`src/design/rt_pkg.sv`:
```
package rt_pkg;

  // q8.8 signed fixed point.
  localparam int fix_w  = 16;
  localparam int frac_w = 8;
  localparam int num_w  = 32;         // t numerator and denominator.
  localparam int acc_w  = num_w + 2;  // room for three summed products.

  // leaf list bookkeeping.
  localparam int ray_id_w = 8;
  localparam int tri_id_w = 12;
  localparam int lindex_w = 15;
  localparam int lnum_w   = 6;

  localparam int math_lat = 4;

  // one buffer entry per upstream credit.
  localparam int in_credits = 4;
  localparam int in_ptr_w   = $clog2(in_credits);
  localparam int in_cnt_w   = $clog2(in_credits + 1);

  // out_depth must cover math_lat + 1 results in flight.
  localparam int out_depth   = 8;
  localparam int out_credits = 4;
  localparam int free_w      = $clog2(out_depth + 1);
  localparam int cred_w      = $clog2(out_credits + 1);

  // packed widths.
  localparam int side_w = ray_id_w + tri_id_w + lindex_w + lnum_w;
  localparam int geo_w  = 18 * fix_w;  // origin, direction, matrix, translate.
  localparam int ent_w  = side_w + geo_w;
  localparam int sb_w   = side_w + 1;  // sideband plus last flag.
  localparam int list_w = ray_id_w + tri_id_w + 2 + 2 * num_w;
  localparam int leaf_w = ray_id_w + lindex_w + lnum_w;

  typedef logic signed [fix_w-1:0] fix_t;
  typedef logic signed [num_w-1:0] num_t;

  // intake buffer condition.
  typedef enum logic [1:0] {
    buf_empty,
    buf_partial,
    buf_full
  } buf_state_e;

endpackage

```
`src/design/credit_fifo.sv`:
```
module credit_fifo
  import rt_pkg::*;
#(
  parameter int WIDTH = 8,
  parameter int DEPTH = 4
) (
  input  logic                       clk,
  input  logic                       rst_n,
  input  logic                       wr_en,
  input  logic [WIDTH-1:0]           wr_data,
  input  logic                       credit,
  output logic [$clog2(DEPTH+1)-1:0] free,
  output logic                       out_valid,
  output logic [WIDTH-1:0]           out_data
);

  logic [WIDTH-1:0]           mem [DEPTH];
  logic [$clog2(DEPTH)-1:0]   wr_ptr, rd_ptr;
  logic [$clog2(DEPTH+1)-1:0] count;
  logic [cred_w-1:0]          credits;  // held toward the receiver.

  // send whenever something is queued and the receiver has room.
  assign out_valid = (count != '0) && (credits != '0);
  assign out_data  = mem[rd_ptr];
  assign free      = ($clog2(DEPTH+1))'(DEPTH) - count;

  always_ff @(posedge clk) begin
    if (wr_en) mem[wr_ptr] <= wr_data;
  end

  always_ff @(posedge clk) begin
    if (!rst_n) begin
      wr_ptr  <= '0;
      rd_ptr  <= '0;
      count   <= '0;
      credits <= cred_w'(out_credits);
    end else begin
      if (wr_en) begin
        wr_ptr <= (wr_ptr == ($clog2(DEPTH))'(DEPTH - 1)) ? '0 : wr_ptr + 1'b1;
      end
      if (out_valid) begin
        rd_ptr <= (rd_ptr == ($clog2(DEPTH))'(DEPTH - 1)) ? '0 : rd_ptr + 1'b1;
      end
      count   <= count + ($clog2(DEPTH+1))'(wr_en) - ($clog2(DEPTH+1))'(out_valid);
      credits <= credits - cred_w'(out_valid) + cred_w'(credit);  // spend and return.
    end
  end

endmodule

```
`src/design/result_router.sv`:
```
module result_router
  import rt_pkg::*;
(
  input  logic                clk,
  input  logic                rst_n,
  input  logic                res_valid,
  input  logic [ray_id_w-1:0] res_ray_id,
  input  logic [tri_id_w-1:0] res_tri_id,
  input  logic [lindex_w-1:0] res_lindex,
  input  logic [lnum_w-1:0]   res_lnum_left,
  input  logic                res_last,
  input  logic                res_hit,
  input  num_t                res_t_num,
  input  num_t                res_denom,
  input  logic                list_credit,
  input  logic                leaf_credit,
  output logic [free_w-1:0]   list_free,
  output logic [free_w-1:0]   leaf_free,
  output logic                list_valid,
  output logic [ray_id_w-1:0] list_ray_id,
  output logic [tri_id_w-1:0] list_tri_id,
  output logic                list_hit,
  output logic                list_last,
  output num_t                list_t_num,
  output num_t                list_denom,
  output logic                leaf_valid,
  output logic [ray_id_w-1:0] leaf_ray_id,
  output logic [lindex_w-1:0] leaf_lindex,
  output logic [lnum_w-1:0]   leaf_lnum_left
);

  logic [list_w-1:0] list_din, list_dout;
  logic [leaf_w-1:0] leaf_din, leaf_dout;
  logic              list_wr, leaf_wr;

  // hits and list ends go to the list, everything not last fetches again.
  assign list_wr  = res_valid && (res_hit || res_last);
  assign leaf_wr  = res_valid && !res_last;
  assign list_din = {res_ray_id, res_tri_id, res_hit, res_last, res_t_num, res_denom};
  assign leaf_din = {res_ray_id, res_lindex, res_lnum_left};

  credit_fifo #(.WIDTH(list_w), .DEPTH(out_depth)) list_fifo (
    .clk, .rst_n,
    .wr_en(list_wr), .wr_data(list_din), .credit(list_credit),
    .free(list_free), .out_valid(list_valid), .out_data(list_dout)
  );

  credit_fifo #(.WIDTH(leaf_w), .DEPTH(out_depth)) leaf_fifo (
    .clk, .rst_n,
    .wr_en(leaf_wr), .wr_data(leaf_din), .credit(leaf_credit),
    .free(leaf_free), .out_valid(leaf_valid), .out_data(leaf_dout)
  );

  assign {list_ray_id, list_tri_id, list_hit, list_last, list_t_num, list_denom} = list_dout;
  assign {leaf_ray_id, leaf_lindex, leaf_lnum_left} = leaf_dout;

endmodule

```
`config.mk`:
```
export PLATFORM = sky130hd
export DESIGN_NAME = result_router
export DESIGN_NICKNAME = d
export VERILOG_FILES = /design/src/design/rt_pkg.sv /design/src/design/credit_fifo.sv /design/src/design/result_router.sv
export SDC_FILE = /design/constraint.sdc
export NUM_CORES = 1
export LEC_CHECK = 0
export BUFFER_PORTS_ARGS = -buffer_cell sky130_fd_sc_hd__buf_2
export CAP_MARGIN = 10
export CORE_MARGIN = 3
export CORE_UTILIZATION = 50
export CTS_BUF_LIST = sky130_fd_sc_hd__clkbuf_16
export CTS_CLUSTER_DIAMETER = 150
export CTS_CLUSTER_SIZE = 24
export DETAILED_ROUTE_END_ITERATION = 16
export PLACE_DENSITY = 0.72
export SLEW_MARGIN = 20
export SYNTH_ARGS = -nofsm -noshare
export SYNTH_HDL_FRONTEND = slang
export SYNTH_SLANG_ARGS = --single-unit
```
`constraint.sdc`:
```
create_clock -name clk -period 9.3 [get_ports clk]
set_clock_uncertainty 0.15 [all_clocks]
set_input_delay 0.465 -clock clk [delete_from_list [all_inputs] [get_ports clk]]
set_output_delay 0.465 -clock clk [all_outputs]
set_load 0.01 [all_outputs]
```
# == Word level (Yosys, flattened, before mapping) ==
# Memories as Yosys holds them, arrays and structs flattened. A register that Yosys moved wholly into a read port is not among the register bits.
# Cells that the tools add are included.
# classes
n_div,0
muxes,12
add_sub_neg,14
shifts,0
eq_ne,4
magnitude_cmp,0
n_bitwise,0
reduce_logical,10
mul,0
# op_table
op,count
two-way mux 3 bit,8
adder 3 x 1 -> 3 bit (second input constant),4
== test 3 bit (second input constant),4
adder 4 x 1 -> 4 bit,2
nonzero test 4 bit,2
subtractor 4 x 1 -> 4 bit,2
subtractor 4 bit (first input constant),2
adder 3 x 1 -> 3 bit,2
nonzero test 3 bit,2
subtractor 3 x 1 -> 3 bit,2
logical AND 1 bit,4
two-way mux 1 bit,4
zero test 1 bit,1
logical OR 1 bit,1
# totals
rom_bits,0
latch_bits,0
elab_cells,50
ff_bits,26
ramBits,920
n_memories,2
# mem_list
name,depth,width,rd,rd_ports_with_merged_regs,write_ports,line,text
list_fifo.mem,8,86,1,1,1,credit_fifo.sv:17,logic [WIDTH-1:0] mem [DEPTH];
leaf_fifo.mem,8,29,1,1,1,credit_fifo.sv:17,

# == Longest topological paths before layout ==
# logic_depth
ltp_word,4
depth_mapped,10

# == Hierarchy ==
# Synthesis repeated with hierarchy kept, for this count alone.
# hier_totals
hier_cells,1525
area_unflattened_um2,36782.8
# by_module_without_submodules
mod,cells_each,area_each_um2,instances,seq_area_each_um2
credit_fifo at list_fifo,1091,27061.0,1,20980.1
credit_fifo at leaf_fifo,432,9708.1,1,7287.0
result_router,2,13.8,1,0.0

# == Worst setup path before layout ==
# No wires, ideal clock.
# synth_timing
kind,input port to flip-flop
start,input port res_last
end,memory list_fifo.mem[0][0] in the netlist's numbering (enable)
t_arrival_ns,8.926
path_stages,3
setup_time_ns,0.742
setup_slack_ns,-0.518
required_ns,8.408
path_cell_list,o21ai_0 > clkbuf_1 > nor4_1
# synth_via
elab_chain_len,4
# synth_rtl
element,line,text
start: declaration,result_router.sv:11,"input logic res_last,"
logical OR 1 bit,result_router.sv:37,assign list_wr = res_valid && (res_hit || res_last);
logical AND 1 bit,result_router.sv:37,
two-way mux 1 bit,credit_fifo.sv:28,if (wr_en) mem[wr_ptr] <= wr_data;
two-way mux 1 bit (implied by the code),credit_fifo.sv:28,
end: declaration,credit_fifo.sv:17,
# No other way between the ends.

==> results summary <==
The clock latency on the worst-skew pair is 0.60 ns. The die area came out at 76600 sq um. The flip-flop and latch count after synthesis came out at between 900 and 1000. The initial antenna violation count came out at 7. Clock tree synthesis selected as its root buffer the cell clkbuf_16.

The type of the worst setup path is reg -> out. The horizontal die dimension came out at around 280 microns. The final count of hold timing violations is 0.

The total power came out at 9.09 mW. The top cell type by area accounts for 75.3% of the synthesized area. The aggregate global routing overflow is 0. The run finished with clean final reports. The via count of the first global-routing pass came out at 17267. Setup repair after global routing left no endpoint under its margin. Yosys mapped a number of flops with a built-in enable equal to between 900 and 1000.

The number of nets in the synthesized netlist came out at 1661. The area growth from synthesis to layout is 12.3%. The via-per-instance ratio came out at between 5 and 6. The clock sink count is 952. The post-route netlist has between 30% and 40% of its cells at a drive strength greater than 1. The quantity of hold-fixing buffers added after cts is 98.

The number of setup buffers added after CTS is 0. By instance count, the leading cell after synthesis is edfxtp_1. The top achievable clock speed is 258 MHz.

The post-synthesis cell type count came out at 35. The initial utilization of the core area, before any placement, comes to approximately half. Counting the buffers created by CTS gives between 40 and 50. The total length of routed wires came out at just under 70000 microns. The total number of yosys warnings came out at 0.

The register area came out at between 20000 and 30000 sq um. Max-cap violations in this run came to 0. The layout filler cell count is just over 5000. between 200 and 250 I/O pins were placed.

The async set or reset register ratio after synthesis is 0%. The total iterations of the first detailed-routing run is 5. The maximum fanout along the worst path came out at roughly 100. IR analysis of the VDD net gives a maximum drop of between 0.0002 and 0.00025 V. The nature of the critical path endpoint is an output pin. In this run the deepest clock path goes through 3 buffers.

The total setup violations reported at the end of the flow is 0. The worst path needs 3.88 ns of the cycle, external delays included. The weighted congestion reported at the end of routability-driven placement came out at 0.729. After routing, the total negative slack on setup checks comes to 0 ns.

The worst max-slew margin expressed relative to the limit came out at approximately two fifths. The number of DRC violations after detailed routing is 0. The number of input and output port buffers inserted came out at around 240. The class of the tightest hold or removal check is in -> reg. At the worst endpoint, the arrival time is roughly 3.3 ns. TritonCTS built the clock tree.

The slew at the pin closest to its max-slew limit came out at approximately 0.91 ns. STA classifies the critical path startpoint as a flip-flop. The overall global routing resource usage came out at 18.2%. The initial detailed-routing violation count is approximately 1400.

The required time of the critical path is 8.69 ns. The synthesized area per cell came out at roughly 24 sq um. Hold timing on the final database bottoms out at a slack of about 0.066 ns. The HPWL reported at the end of detailed placement came out at 38000 microns.

The count of nets left with antenna violations once routing finished came out at 0. The die outline height came out at about 280 microns. The global-route wire length before repair is 107000 microns. The area taken by multi-input logic gates came out at around 8000 sq um.

Among all flip-flop cells after synthesis, the most frequent one is edfxtp_1. The cell area that synthesis handed to floorplanning was about 37000 sq um. The mean routed wirelength per cell came out at 24.5 microns. The clock-pin slew reported for the worst setup and hold paths after clock tree synthesis came out at approximately 0.09 ns.

The number of gates resized after CTS was 0. The standard-cell row count is 98. The floorplan core area came out at slightly above 70000 sq um.

The power per standard cell area came out at 221 nW/um^2. Summed over all instances, the cell type with the most area after synthesis is edfxtp_1. The final critical-path share of the clock period came out at between 40% and 50%.

The sequential element share of the synthesized area came out at between 70 and 80%. The number of nets in the final layout is roughly 2000. The leakage power is 13.3 nW. The total via count after detailed routing came out at roughly 16000. In the synthesized netlist, the cells that appear most often are 920 x edfxtp_1, 230 x mux4_2, 80 x mux2_4. The instance count of the mapped netlist is 1523. The number of max-slew violations in the final report came out at 0. In the post-synthesis netlist, the biggest area contributors are edfxtp_1 75%, mux4_2 14%, mux2_4 3.3%, dfxtp_1 1.7%, mux2_2 1.1%. The H-tree depth came out at 2. The largest net degree at the start of global routing came out at about 170.
## state kept, by name (all words and copies together), names as in the netlist, named ones only
signal / count
list_fifo.wr_ptr: 3
list_fifo.rd_ptr: 3
leaf_fifo.mem: 232
list_fifo.count: 4
leaf_fifo.rd_ptr: 3
leaf_fifo.credits: 3
list_fifo.credits: 3
leaf_fifo.count: 4
list_fifo.mem: 688
leaf_fifo.wr_ptr: 3
## per-layer routing
layer | global-route usage, % | vias to the layer above | routed length, microns
met1 | 24.9 | 8636 | 28400
li1 | - | 7024 | -
met3 | 3.48 | 83 | 4210
met2 | 31.0 | 410 | 35500
met5 | 0 | - | 50
met4 | 3.80 | 8 | 1300
## worst max-delay path, stage by stage, from the launching register on
cell and delay (ns):
dfxtp_4 0.79, buf_12 0.71, mux4_2 0.62, mux2_4 0.28, buf_2 0.14
## path summary, 6_finish.rpt
kind / from / endpoint / slack, ns / cells past startpoint
max: flip-flop / list_denom[22] / 5.42 / 4
min: list_credit / list_fifo.credits[0] / 0.07 / 3
max reg2reg: list_fifo.wr_ptr[2] / list_fifo.mem[4][6] / 6.25 / 4
min reg2reg: list_fifo.rd_ptr[2] / flip-flop / 0.34 / 2
## stage by stage
stage          area (sq um)  setup slack, ns  util [%]  cells
6_report              41200             5.42      57.1   2835
5_1_grt               41200             5.12      57.1   2832
4_1_cts               41100             5.27      57.1   2830
3_5_place_dp          38900             5.95      54.0   2671
3_3_place_gp          38900             5.93      54.0   2671
2_1_floorplan         36700             1.80         -   1523
## report_power, final
part           switching [mW]  internal [mW]  total, mW
clock network            1.22          0.885       2.10
registers               0.107           4.80       4.91
logic                   0.976           1.10       2.08
## kinds of logic after synthesis
family                     after synthesis  synth area share (%)
AOI/OAI and AO/OA                        8                 0.143
xor gates and xnor gates                12                 0.287
adders and majority gates               26                 0.969
buffers and inverters                   82                  1.45
DFF                                    952                  77.1
muxes                                  363                  19.0
and+or+nand+nor                         80                  1.10
## final cells by class
class / instances / share of cell area, %
sequential: 952 / 68.7
multi-input combinational: 489 / 19.3
timing repair buffer: 368 / 5.98
tap: 950 / 2.89
clock buffer: 45 / 2.73
clock inverter: 16 / 0.252
inverter: 11 / 0.100
antenna: 4 / 0.0243
## layout by cell type, fill, tap and decap left out, types with 3 or more instances in the layout
| cell | n |
|---|---|
| nor2b_1 | 7 |
| nand2_1 | 26 |
| nor3_2 | 8 |
| diode_2 | 4 |
| fa_1 | 4 |
| buf_2 | 236 |
| mux2i_1 | 18 |
| mux2_2 | 35 |
| nor2_4 | 3 |
| xnor2_1 | 11 |
| buf_4 | 31 |
| nor2_1 | 3 |
| clkbuf_16 | 45 |
| nand2b_1 | 7 |
| dlygate4sd3_1 | 98 |
| ha_1 | 22 |
| dfxtp_4 | 4 |
| nor2_2 | 5 |
| dfxtp_1 | 27 |
| or3_1 | 3 |
| mux4_2 | 230 |
| inv_1 | 24 |
| edfxtp_1 | 920 |
| and2_1 | 10 |
| mux2_4 | 80 |
No activity file was read; power rests on OpenSTA's default activity.
