[src/design/rt_pkg.sv]
package rt_pkg;

  // q8.8 signed fixed point.
  localparam int fix_w  = 16;
  localparam int frac_w = 8;
  localparam int num_w  = 32;         // t numerator and denominator.
  localparam int acc_w  = num_w + 2;  // room for three summed products.

  // leaf list bookkeeping.
  localparam int ray_id_w = 8;
  localparam int tri_id_w = 12;
  localparam int lindex_w = 15;
  localparam int lnum_w   = 6;

  localparam int math_lat = 4;

  // one buffer entry per upstream credit.
  localparam int in_credits = 4;
  localparam int in_ptr_w   = $clog2(in_credits);
  localparam int in_cnt_w   = $clog2(in_credits + 1);

  // out_depth must cover math_lat + 1 results in flight.
  localparam int out_depth   = 8;
  localparam int out_credits = 4;
  localparam int free_w      = $clog2(out_depth + 1);
  localparam int cred_w      = $clog2(out_credits + 1);

  // packed widths.
  localparam int side_w = ray_id_w + tri_id_w + lindex_w + lnum_w;
  localparam int geo_w  = 18 * fix_w;  // origin, direction, matrix, translate.
  localparam int ent_w  = side_w + geo_w;
  localparam int sb_w   = side_w + 1;  // sideband plus last flag.
  localparam int list_w = ray_id_w + tri_id_w + 2 + 2 * num_w;
  localparam int leaf_w = ray_id_w + lindex_w + lnum_w;

  typedef logic signed [fix_w-1:0] fix_t;
  typedef logic signed [num_w-1:0] num_t;

  // intake buffer condition.
  typedef enum logic [1:0] {
    buf_empty,
    buf_partial,
    buf_full
  } buf_state_e;

endpackage

[src/design/ray_intake.sv]
module ray_intake
  import rt_pkg::*;
(
  input  logic                clk,
  input  logic                rst_n,
  input  logic                in_valid,
  input  logic [ray_id_w-1:0] in_ray_id,
  input  logic [tri_id_w-1:0] in_tri_id,
  input  logic [lindex_w-1:0] in_lindex,
  input  logic [lnum_w-1:0]   in_lnum_left,
  input  fix_t                in_org_x, in_org_y, in_org_z,
  input  fix_t                in_dir_x, in_dir_y, in_dir_z,
  input  fix_t                in_m00, in_m01, in_m02,
  input  fix_t                in_m10, in_m11, in_m12,
  input  fix_t                in_m20, in_m21, in_m22,
  input  fix_t                in_tr_x, in_tr_y, in_tr_z,
  input  logic                res_valid,
  input  logic [free_w-1:0]   list_free,
  input  logic [free_w-1:0]   leaf_free,
  output logic                in_credit,
  output logic                iss_valid,
  output logic [ray_id_w-1:0] iss_ray_id,
  output logic [tri_id_w-1:0] iss_tri_id,
  output logic [lindex_w-1:0] iss_lindex,
  output logic [lnum_w-1:0]   iss_lnum_left,
  output logic                iss_last,
  output fix_t                iss_org_x, iss_org_y, iss_org_z,
  output fix_t                iss_dir_x, iss_dir_y, iss_dir_z,
  output fix_t                iss_m00, iss_m01, iss_m02,
  output fix_t                iss_m10, iss_m11, iss_m12,
  output fix_t                iss_m20, iss_m21, iss_m22,
  output fix_t                iss_tr_x, iss_tr_y, iss_tr_z
);

  logic [ent_w-1:0]    buf_mem [in_credits];
  logic [in_ptr_w-1:0] wr_ptr, rd_ptr;
  logic [in_cnt_w-1:0] buf_cnt, buf_cnt_nxt;
  buf_state_e          buf_state;
  logic [free_w-1:0]   inflight;  // issued, not yet in the output fifos.
  logic [free_w-1:0]   min_free;
  logic                issue;
  logic [ray_id_w-1:0] h_ray_id;
  logic [tri_id_w-1:0] h_tri_id;
  logic [lindex_w-1:0] h_lindex;
  logic [lnum_w-1:0]   h_lnum_left;
  logic [geo_w-1:0]    h_geo;

  assign {h_ray_id, h_tri_id, h_lindex, h_lnum_left, h_geo} = buf_mem[rd_ptr];

  // every item in flight may land in both fifos.
  assign min_free    = (list_free < leaf_free) ? list_free : leaf_free;
  assign issue       = (buf_state != buf_empty) && (inflight < min_free);
  assign in_credit   = iss_valid;  // entry freed on issue.
  assign buf_cnt_nxt = buf_cnt + in_cnt_w'(in_valid) - in_cnt_w'(issue);

  always_ff @(posedge clk) begin
    if (in_valid) begin
      buf_mem[wr_ptr] <= {in_ray_id, in_tri_id, in_lindex, in_lnum_left,
                          in_org_x, in_org_y, in_org_z, in_dir_x, in_dir_y, in_dir_z,
                          in_m00, in_m01, in_m02, in_m10, in_m11, in_m12,
                          in_m20, in_m21, in_m22, in_tr_x, in_tr_y, in_tr_z};
    end
  end

  always_ff @(posedge clk) begin
    if (!rst_n) begin
      wr_ptr    <= '0;
      rd_ptr    <= '0;
      buf_cnt   <= '0;
      buf_state <= buf_empty;
      inflight  <= '0;
      iss_valid <= 1'b0;
    end else begin
      if (in_valid) wr_ptr <= (wr_ptr == in_ptr_w'(in_credits - 1)) ? '0 : wr_ptr + 1'b1;
      if (issue) rd_ptr <= (rd_ptr == in_ptr_w'(in_credits - 1)) ? '0 : rd_ptr + 1'b1;
      buf_cnt <= buf_cnt_nxt;
      if (buf_cnt_nxt == '0) buf_state <= buf_empty;
      else if (buf_cnt_nxt == in_cnt_w'(in_credits)) buf_state <= buf_full;
      else buf_state <= buf_partial;
      inflight  <= inflight + free_w'(issue) - free_w'(res_valid);
      iss_valid <= issue;
    end
  end

  // bookkeeping step on the way out.
  always_ff @(posedge clk) begin
    if (issue) begin
      iss_ray_id    <= h_ray_id;
      iss_tri_id    <= h_tri_id;
      iss_lindex    <= h_lindex + 1'b1;
      iss_lnum_left <= h_lnum_left - 1'b1;
      iss_last      <= (h_lnum_left == '0);
      {iss_org_x, iss_org_y, iss_org_z, iss_dir_x, iss_dir_y, iss_dir_z,
       iss_m00, iss_m01, iss_m02, iss_m10, iss_m11, iss_m12,
       iss_m20, iss_m21, iss_m22, iss_tr_x, iss_tr_y, iss_tr_z} <= h_geo;
    end
  end

endmodule

[config.mk]
export PLATFORM = sky130hd
export DESIGN_NAME = ray_intake
export DESIGN_NICKNAME = d
export VERILOG_FILES = /design/src/design/rt_pkg.sv /design/src/design/ray_intake.sv
export SDC_FILE = /design/constraint.sdc
export NUM_CORES = 1
export LEC_CHECK = 0
export ABC_CLOCK_PERIOD_IN_PS = 24800
export BUFFER_PORTS_ARGS = -buffer_cell sky130_fd_sc_hd__buf_4
export CORE_AREA = 5 5 329 412
export CTS_BUF_LIST = sky130_fd_sc_hd__clkbuf_2
export CTS_CLUSTER_DIAMETER = 120
export DETAILED_ROUTE_END_ITERATION = 12
export DIE_AREA = 0 0 334 417
export GPL_TIMING_DRIVEN = 0
export PLACE_DENSITY = 0.73
export SLEW_MARGIN = 20
export SYNTH_ARGS = -nofsm -noshare
export SYNTH_HDL_FRONTEND = slang
export SYNTH_SLANG_ARGS = --single-unit
[constraint.sdc]
create_clock -name clk -period 24.8 [get_ports clk]
set_input_delay 4.96 -clock clk [delete_from_list [all_inputs] [get_ports clk]]
set_output_delay 4.96 -clock clk [all_outputs]
set_load 0.01 [all_outputs]
# ---- Word level (Yosys, flattened, before mapping)
# Memories as Yosys holds them, arrays and structs flattened. A register that Yosys moved wholly into a read port is not among the register bits.
# Index checks and enable logic that the tools add are counted.
dict set report word_totals {
  ff_bits 344
  output_inout_bits 332
  in_bits 341
  memories 1
  ram_bits 1316
  elab_cells 57
}
# name words width rd rd_ports_with_merged_regs wr line_no
set memory_table {}
lappend memory_table {buf_mem 4 329 1 1 1 ray_intake.sv:35} ;# logic [ent_w-1:0] buf_mem [in_credits];
dict set report op_classes {
  reduce_logical 5
  add_sub_neg 8
  n_eq_ne 3
  n_bitwise 1
  n_lt_le_gt_ge 2
  mux 8
}
# op n
set ops {}
lappend ops {{15-bit by 1-bit adder with 15-bit output (second input constant)} 1}
lappend ops {{2-bit 2-to-1 mux} 5}
lappend ops {{4-bit < comparator} 2}
lappend ops {{6-bit zero test} 1}
lappend ops {{6-bit by 1-bit subtractor with 6-bit output (second input constant)} 1}
lappend ops {{2-bit by 1-bit adder with 2-bit output (second input constant)} 2}
lappend ops {{4-bit by 1-bit adder with 4-bit output} 1}
lappend ops {{2-bit == test (second input constant)} 2}
lappend ops {{4-bit 2-to-1 mux} 1}
lappend ops {{4-bit by 1-bit subtractor with 4-bit output} 1}
lappend ops {{3-bit by 1-bit adder with 3-bit output} 1}
lappend ops {{3-bit == test (second input constant)} 1}
lappend ops {{3-bit zero test} 1}
lappend ops {{3-bit by 1-bit subtractor with 3-bit output} 1}
lappend ops {{1-bit 2-to-1 mux} 2}
lappend ops {{2-bit nonzero test} 1}
lappend ops {{2-bit OR reduction} 1}
lappend ops {{1-bit logical AND} 1}
lappend ops {{1-bit NOT} 1}

# ---- Depth between registers and ports, before layout
dict set report depth {
  ltp_word 7
  depth_mapped 18
  mapped_depth_nobuf 18
}

# ---- Worst setup path before layout
# Ideal clock, no wire load.
dict set report synth_path {
  path_kind {input to register}
  from {input port leaf_free[3]}
  to {register buf_state[1]}
  t_arrival_ns 19.693
  required_time_ns 24.684
  stages 18
  setup_slack_ns 4.991
  path_cell_list {inv_1 -> ha_1 -> nand2_1 -> o21ai_0 -> mux2i_1 -> ha_1 -> o211ai_1 -> a31oi_1 -> a2111oi_4 -> ha_1 -> inv_1 -> ha_1 -> inv_1 -> fa_1 -> xnor2_1 -> xnor2_1 -> and2_1 -> and3b_1}
}
dict set report synth_between {
  elab_chain_len 7
  word_cells_on_any_way 9
}
# element line_no
set synth_rtl {}
lappend synth_rtl {{start: declaration} ray_intake.sv:19} ;# input logic [free_w-1:0] leaf_free,
lappend synth_rtl {{4-bit < comparator} ray_intake.sv:51} ;# assign min_free = (list_free < leaf_free) ? list_free : leaf_free;
lappend synth_rtl {{4-bit 2-to-1 mux *} ray_intake.sv:51}
lappend synth_rtl {{4-bit < comparator *} ray_intake.sv:52} ;# assign issue = (buf_state != buf_empty) && (inflight < min_free);
lappend synth_rtl {{1-bit logical AND *} ray_intake.sv:52}
lappend synth_rtl {{via issue} ray_intake.sv:41} ;# logic issue;
lappend synth_rtl {{3-bit by 1-bit subtractor with 3-bit output *} ray_intake.sv:54} ;# assign buf_cnt_nxt = buf_cnt + in_cnt_w'(in_valid) - in_cnt_w'(issue);
lappend synth_rtl {{3-bit == test or 3-bit zero test (tied branches)} {ray_intake.sv:78, ray_intake.sv:77}}
lappend synth_rtl {{2-bit 2-to-1 mux or 2-bit OR reduction (tied branches)} -}
lappend synth_rtl {{end signal: assignment} ray_intake.sv:77} ;# if (buf_cnt_nxt == '0) buf_state <= buf_empty;
lappend synth_rtl {{end signal: assignment} ray_intake.sv:78} ;# else if (buf_cnt_nxt == in_cnt_w'(in_credits)) buf_state <= buf_full;
lappend synth_rtl {{end signal: assignment} ray_intake.sv:79} ;# else buf_state <= buf_partial;
lappend synth_rtl {{end: declaration} ray_intake.sv:38} ;# buf_state_e buf_state;
# Mark *: on every way through the listed nets, which the timed path passes. The rest lies on a longest branch.
# A chain may end at the register's enable or synchronous reset.

# ---- Final worst setup path
dict set report layout_path {
  from {input port list_free[3]}
  to {register iss_org_x[15] (enable)}
}
dict set report layout_between {
  elab_chain_len 4
}
# element line_no
set layout_rtl {}
lappend layout_rtl {{start: declaration} ray_intake.sv:18} ;# input logic [free_w-1:0] list_free,
lappend layout_rtl {{4-bit < comparator} ray_intake.sv:51}
lappend layout_rtl {{4-bit 2-to-1 mux *} ray_intake.sv:51}
lappend layout_rtl {{4-bit < comparator *} ray_intake.sv:52}
lappend layout_rtl {{1-bit logical AND *} ray_intake.sv:52}
lappend layout_rtl {{via issue} ray_intake.sv:41}
lappend layout_rtl {{end: declaration} ray_intake.sv:27} ;# output fix_t iss_org_x, iss_org_y, iss_org_z,
# Marked as above.

==> results_dict.tcl <==
set metrics [dict create \
    status "finished clean" \
    cts_sinks 1662 \
    ctsRootBufferMaster "clkbuf_2" \
    arrival_ns 9.51 \
    reg2reg_depth 16 \
    setup_violations 0 \
    crit_fanout 11 \
    die_x_um 334 \
    netlist_area_um2 58630 \
    clk_pin_slew_ns 0.09 \
    max_freq_mhz 122.3 \
    fin_cells 5376 \
    cts_resized 0 \
    syn_nets 2565 \
    worst_pin_slew_ns 1.109 \
    timing.final.crit_share_pct 32.97 \
    synth_cell_type_count 39 \
    dieArea_um2 139300 \
    muxShareOfSynthArea_pct 12.77 \
    viasPerCell 5.088 \
    area_growth_pct 20.36 \
    start_kind "input pin" \
    power.leakage_uw 0.02434 \
    core-area_um2 131200 \
    dp_cells 4688 \
    ff2ff_setup_slack_ns 20.64 \
    cts_tree "built" \
    max-slew-margin-rel_pct 26.08 \
    top_register "buf_mem" \
    syn_inst 2201 \
    drt_iter0_drc 2022 \
    hold_path_depth 1 \
    slew_violations 0 \
    ios 673 \
    p_int_uw 4997 \
    grt_max_degree 45 \
    cts_made_buffers 394 \
    grt-busiest-layer "met2" \
    clk_latency_ns 1.74 \
    worst-endpoint-required_ns 26.13 \
    synth-simple-area-share_pct 0.5015 \
    largest_reg_flops 1316 \
    synth_top_area_share_pct 84.31 \
    grtUsageTotal_pct 18.41 \
    gp_congestion 0.7558 \
    p_seq_share_pct 52.9 \
    clk_path_buf_depth 4 \
    hold_buffers 0 \
    synth_flop_cell "edfxtp_1" \
    die_h_um 417 \
    ys_top_cells_by_area "edfxtp_1 84%, mux4_2 12%, dfxtp_1 0.55%" \
    fin_crit_ns 8.176 \
    wl_um 129400 \
    combPwrFrac_pct 23.2 \
    hold_path_class "flip-flop to flip-flop" \
    power.share.clock_pct 23.9 \
    ys_ff_latch 1662 \
    hpwl_um 87070 \
    antenna_found_initial 32 \
    holdWs_ns 0.5328 \
    netSwitchingPower_uw 1992 \
    cap_violations 0 \
    nets 3712 \
    synth_warnings 0 \
    synth_top_family_by_area "multiplexers" \
    via_count 27350 \
    async_flop_share_pct 0 \
    synth-xor-area-share_pct 0.3287 \
    use_met1_pct 20.78 \
    use_met2_pct 30.48 \
    synth_top_area_cell "edfxtp_1" \
    first_pass_iters 7 \
    finalHoldViolations 0 \
    htree_levels 5 \
    critPathKind "input pin to flip-flop" \
    synth-edff-count 1646 \
    finish.utilization_pct 53.76 \
    use_met3_pct 7.563 \
    post_cts_buffers 0 \
    p_sw_share_pct 28.50 \
    synth_area_per_cell_um2 26.64 \
    grt.overflow.total 0 \
    yosys.area_share.adder_pct 0.5165 \
    synth_compound_area_share_pct 0.1579 \
    initial_utilization_pct 44.67 \
    grt_pass1_wl_um 187900 \
    rows 149 \
    p_total_uw 6989 \
    synth_seq_area_share_pct 84.86 \
    p_per_area_nw_per_um2 99.05 \
    drive_above_1_share_pct 47.45 \
    peakVddDrop_mv 0.06062 \
    drtAntennaViolNets 0 \
    drc_errors 0 \
    rsz0062_at_grt "no" \
    port_buffers 672 \
    grt_pass1_vias 29390 \
    end_kind "flip-flop" \
    detail_route.wl_per_cell_um 24.06 \
    finalClockSkew_ns 0.1970 \
]
routing by layer:
layer,share of wire [%],wire length [µm]
met2,51,66090
met3,9.3,12060
met1,35,45860
met5,0.073,95
met4,4.1,5246
power groups by stage:
stage | combinational, µW | clock (µW) | sequential, µW
floorplan | 654 | 0 | 4010
global placement | 1550 | 0 | 4020
detailed placement | 1660 | 0 | 3770
CTS | 1660 | 1750 | 3710
global route | 1730 | 1900 | 3730
finish | 1620 | 1670 | 3700
cell usage after synthesis (all sizes together), types with 2 or more instances:
| cell type | count |
|---|---|
| a21oi | 5 |
| mux2i | 6 |
| nand4 | 2 |
| o21ai | 2 |
| nor2 | 11 |
| nor2b | 4 |
| mux4 | 329 |
| and2 | 11 |
| inv | 19 |
| buf | 64 |
| fa | 2 |
| dfxtp | 16 |
| ha | 21 |
| clkbuf | 11 |
| xor2 | 8 |
| nor3 | 2 |
| nand3 | 4 |
| edfxtp | 1646 |
| nand2b | 2 |
| nand2 | 12 |
| xnor2 | 14 |
cell usage in the layout (no fill, tap or decap), drive strengths merged, types with 2 or more instances in the layout:
master and instances:
edfxtp 1646, buf 815, clkbuf 553, mux4 329
clkinv 105, diode 26, inv 26, ha 21
dfxtp 16, xnor2 14, nand2 12, nor2 11
and2 11, xor2 8, bufinv 7, mux2i 6
a21oi 5, nor2b 4, nand3 4, o21ai 2
nand4 2, fa 2, nand2b 2, nor3 2
worst paths after layout:
path / start / end
setup reg to reg: inflight[2]$_SDFF_PN0_ / iss_org_x[15]$_DFFE_PP_
setup / recovery: list_free[3] / iss_org_x[15]$_DFFE_PP_
hold reg to reg: buf_mem[3][184]$_DFFE_PP_ / iss_m00[8]$_DFFE_PP_
hold / removal: buf_mem[3][184]$_DFFE_PP_ / iss_m00[8]$_DFFE_PP_
per-stage QoR:
| step | TNS, ns | cell area (µm²) | worst slack (ns) |
|---|---|---|---|
| 2_1_floorplan | 0 | 58630 | 4.991 |
| 3_3_place_gp | -453.91 | 65840 | -4.040 |
| 3_5_place_dp | 0 | 67120 | 15.02 |
| 4_1_cts | 0 | 70500 | 16.98 |
| 5_1_grt | 0 | 70540 | 16.67 |
| 6_report | 0 | 70560 | 16.62 |
area by class of cell:
type,instances,area [µm²]
Antenna cell,26,65.06
Clock inverter,120,663.1
Multi-Input combinational cell,445,8381
Buffer,75,436.7
Clock buffer,542,2713
Timing Repair Buffer,751,6315
Tap cell,1736,2172
Inverter,19,71.32
Sequential cell,1662,49750
Fill cell,10020,60680
kinds of logic (layout without fill, tap and decap cells):
kind of cell | after synthesis | after routing
mux | 335 | 335
compound gates | 12 | 12
buf+inv | 94 | 1507
simple gates | 53 | 53
fa+ha+maj | 23 | 23
flops | 1662 | 1662
other cells | 0 | 26
xor+xnor | 22 | 22
critical path: stages:
cell       delay [ns]
buf_4            0.12
ha_1             0.29
nand2_1          0.07
o21ai_0          0.36
mux2i_1          0.24
ha_1             0.26
o211ai_1         0.18
a31oi_1          0.09
a2111oi_4        0.56
buf_4            0.28
buf_4            0.22
buf_6            0.18
buf_4            0.22
buf_6            0.16
buf_6            0.16
buf_4            0.21
buf_6            0.16
buf_6            0.15
buf_4            0.21
buf_4            0.21
buf_6            0.17
Power figures use the tool's default switching activity.
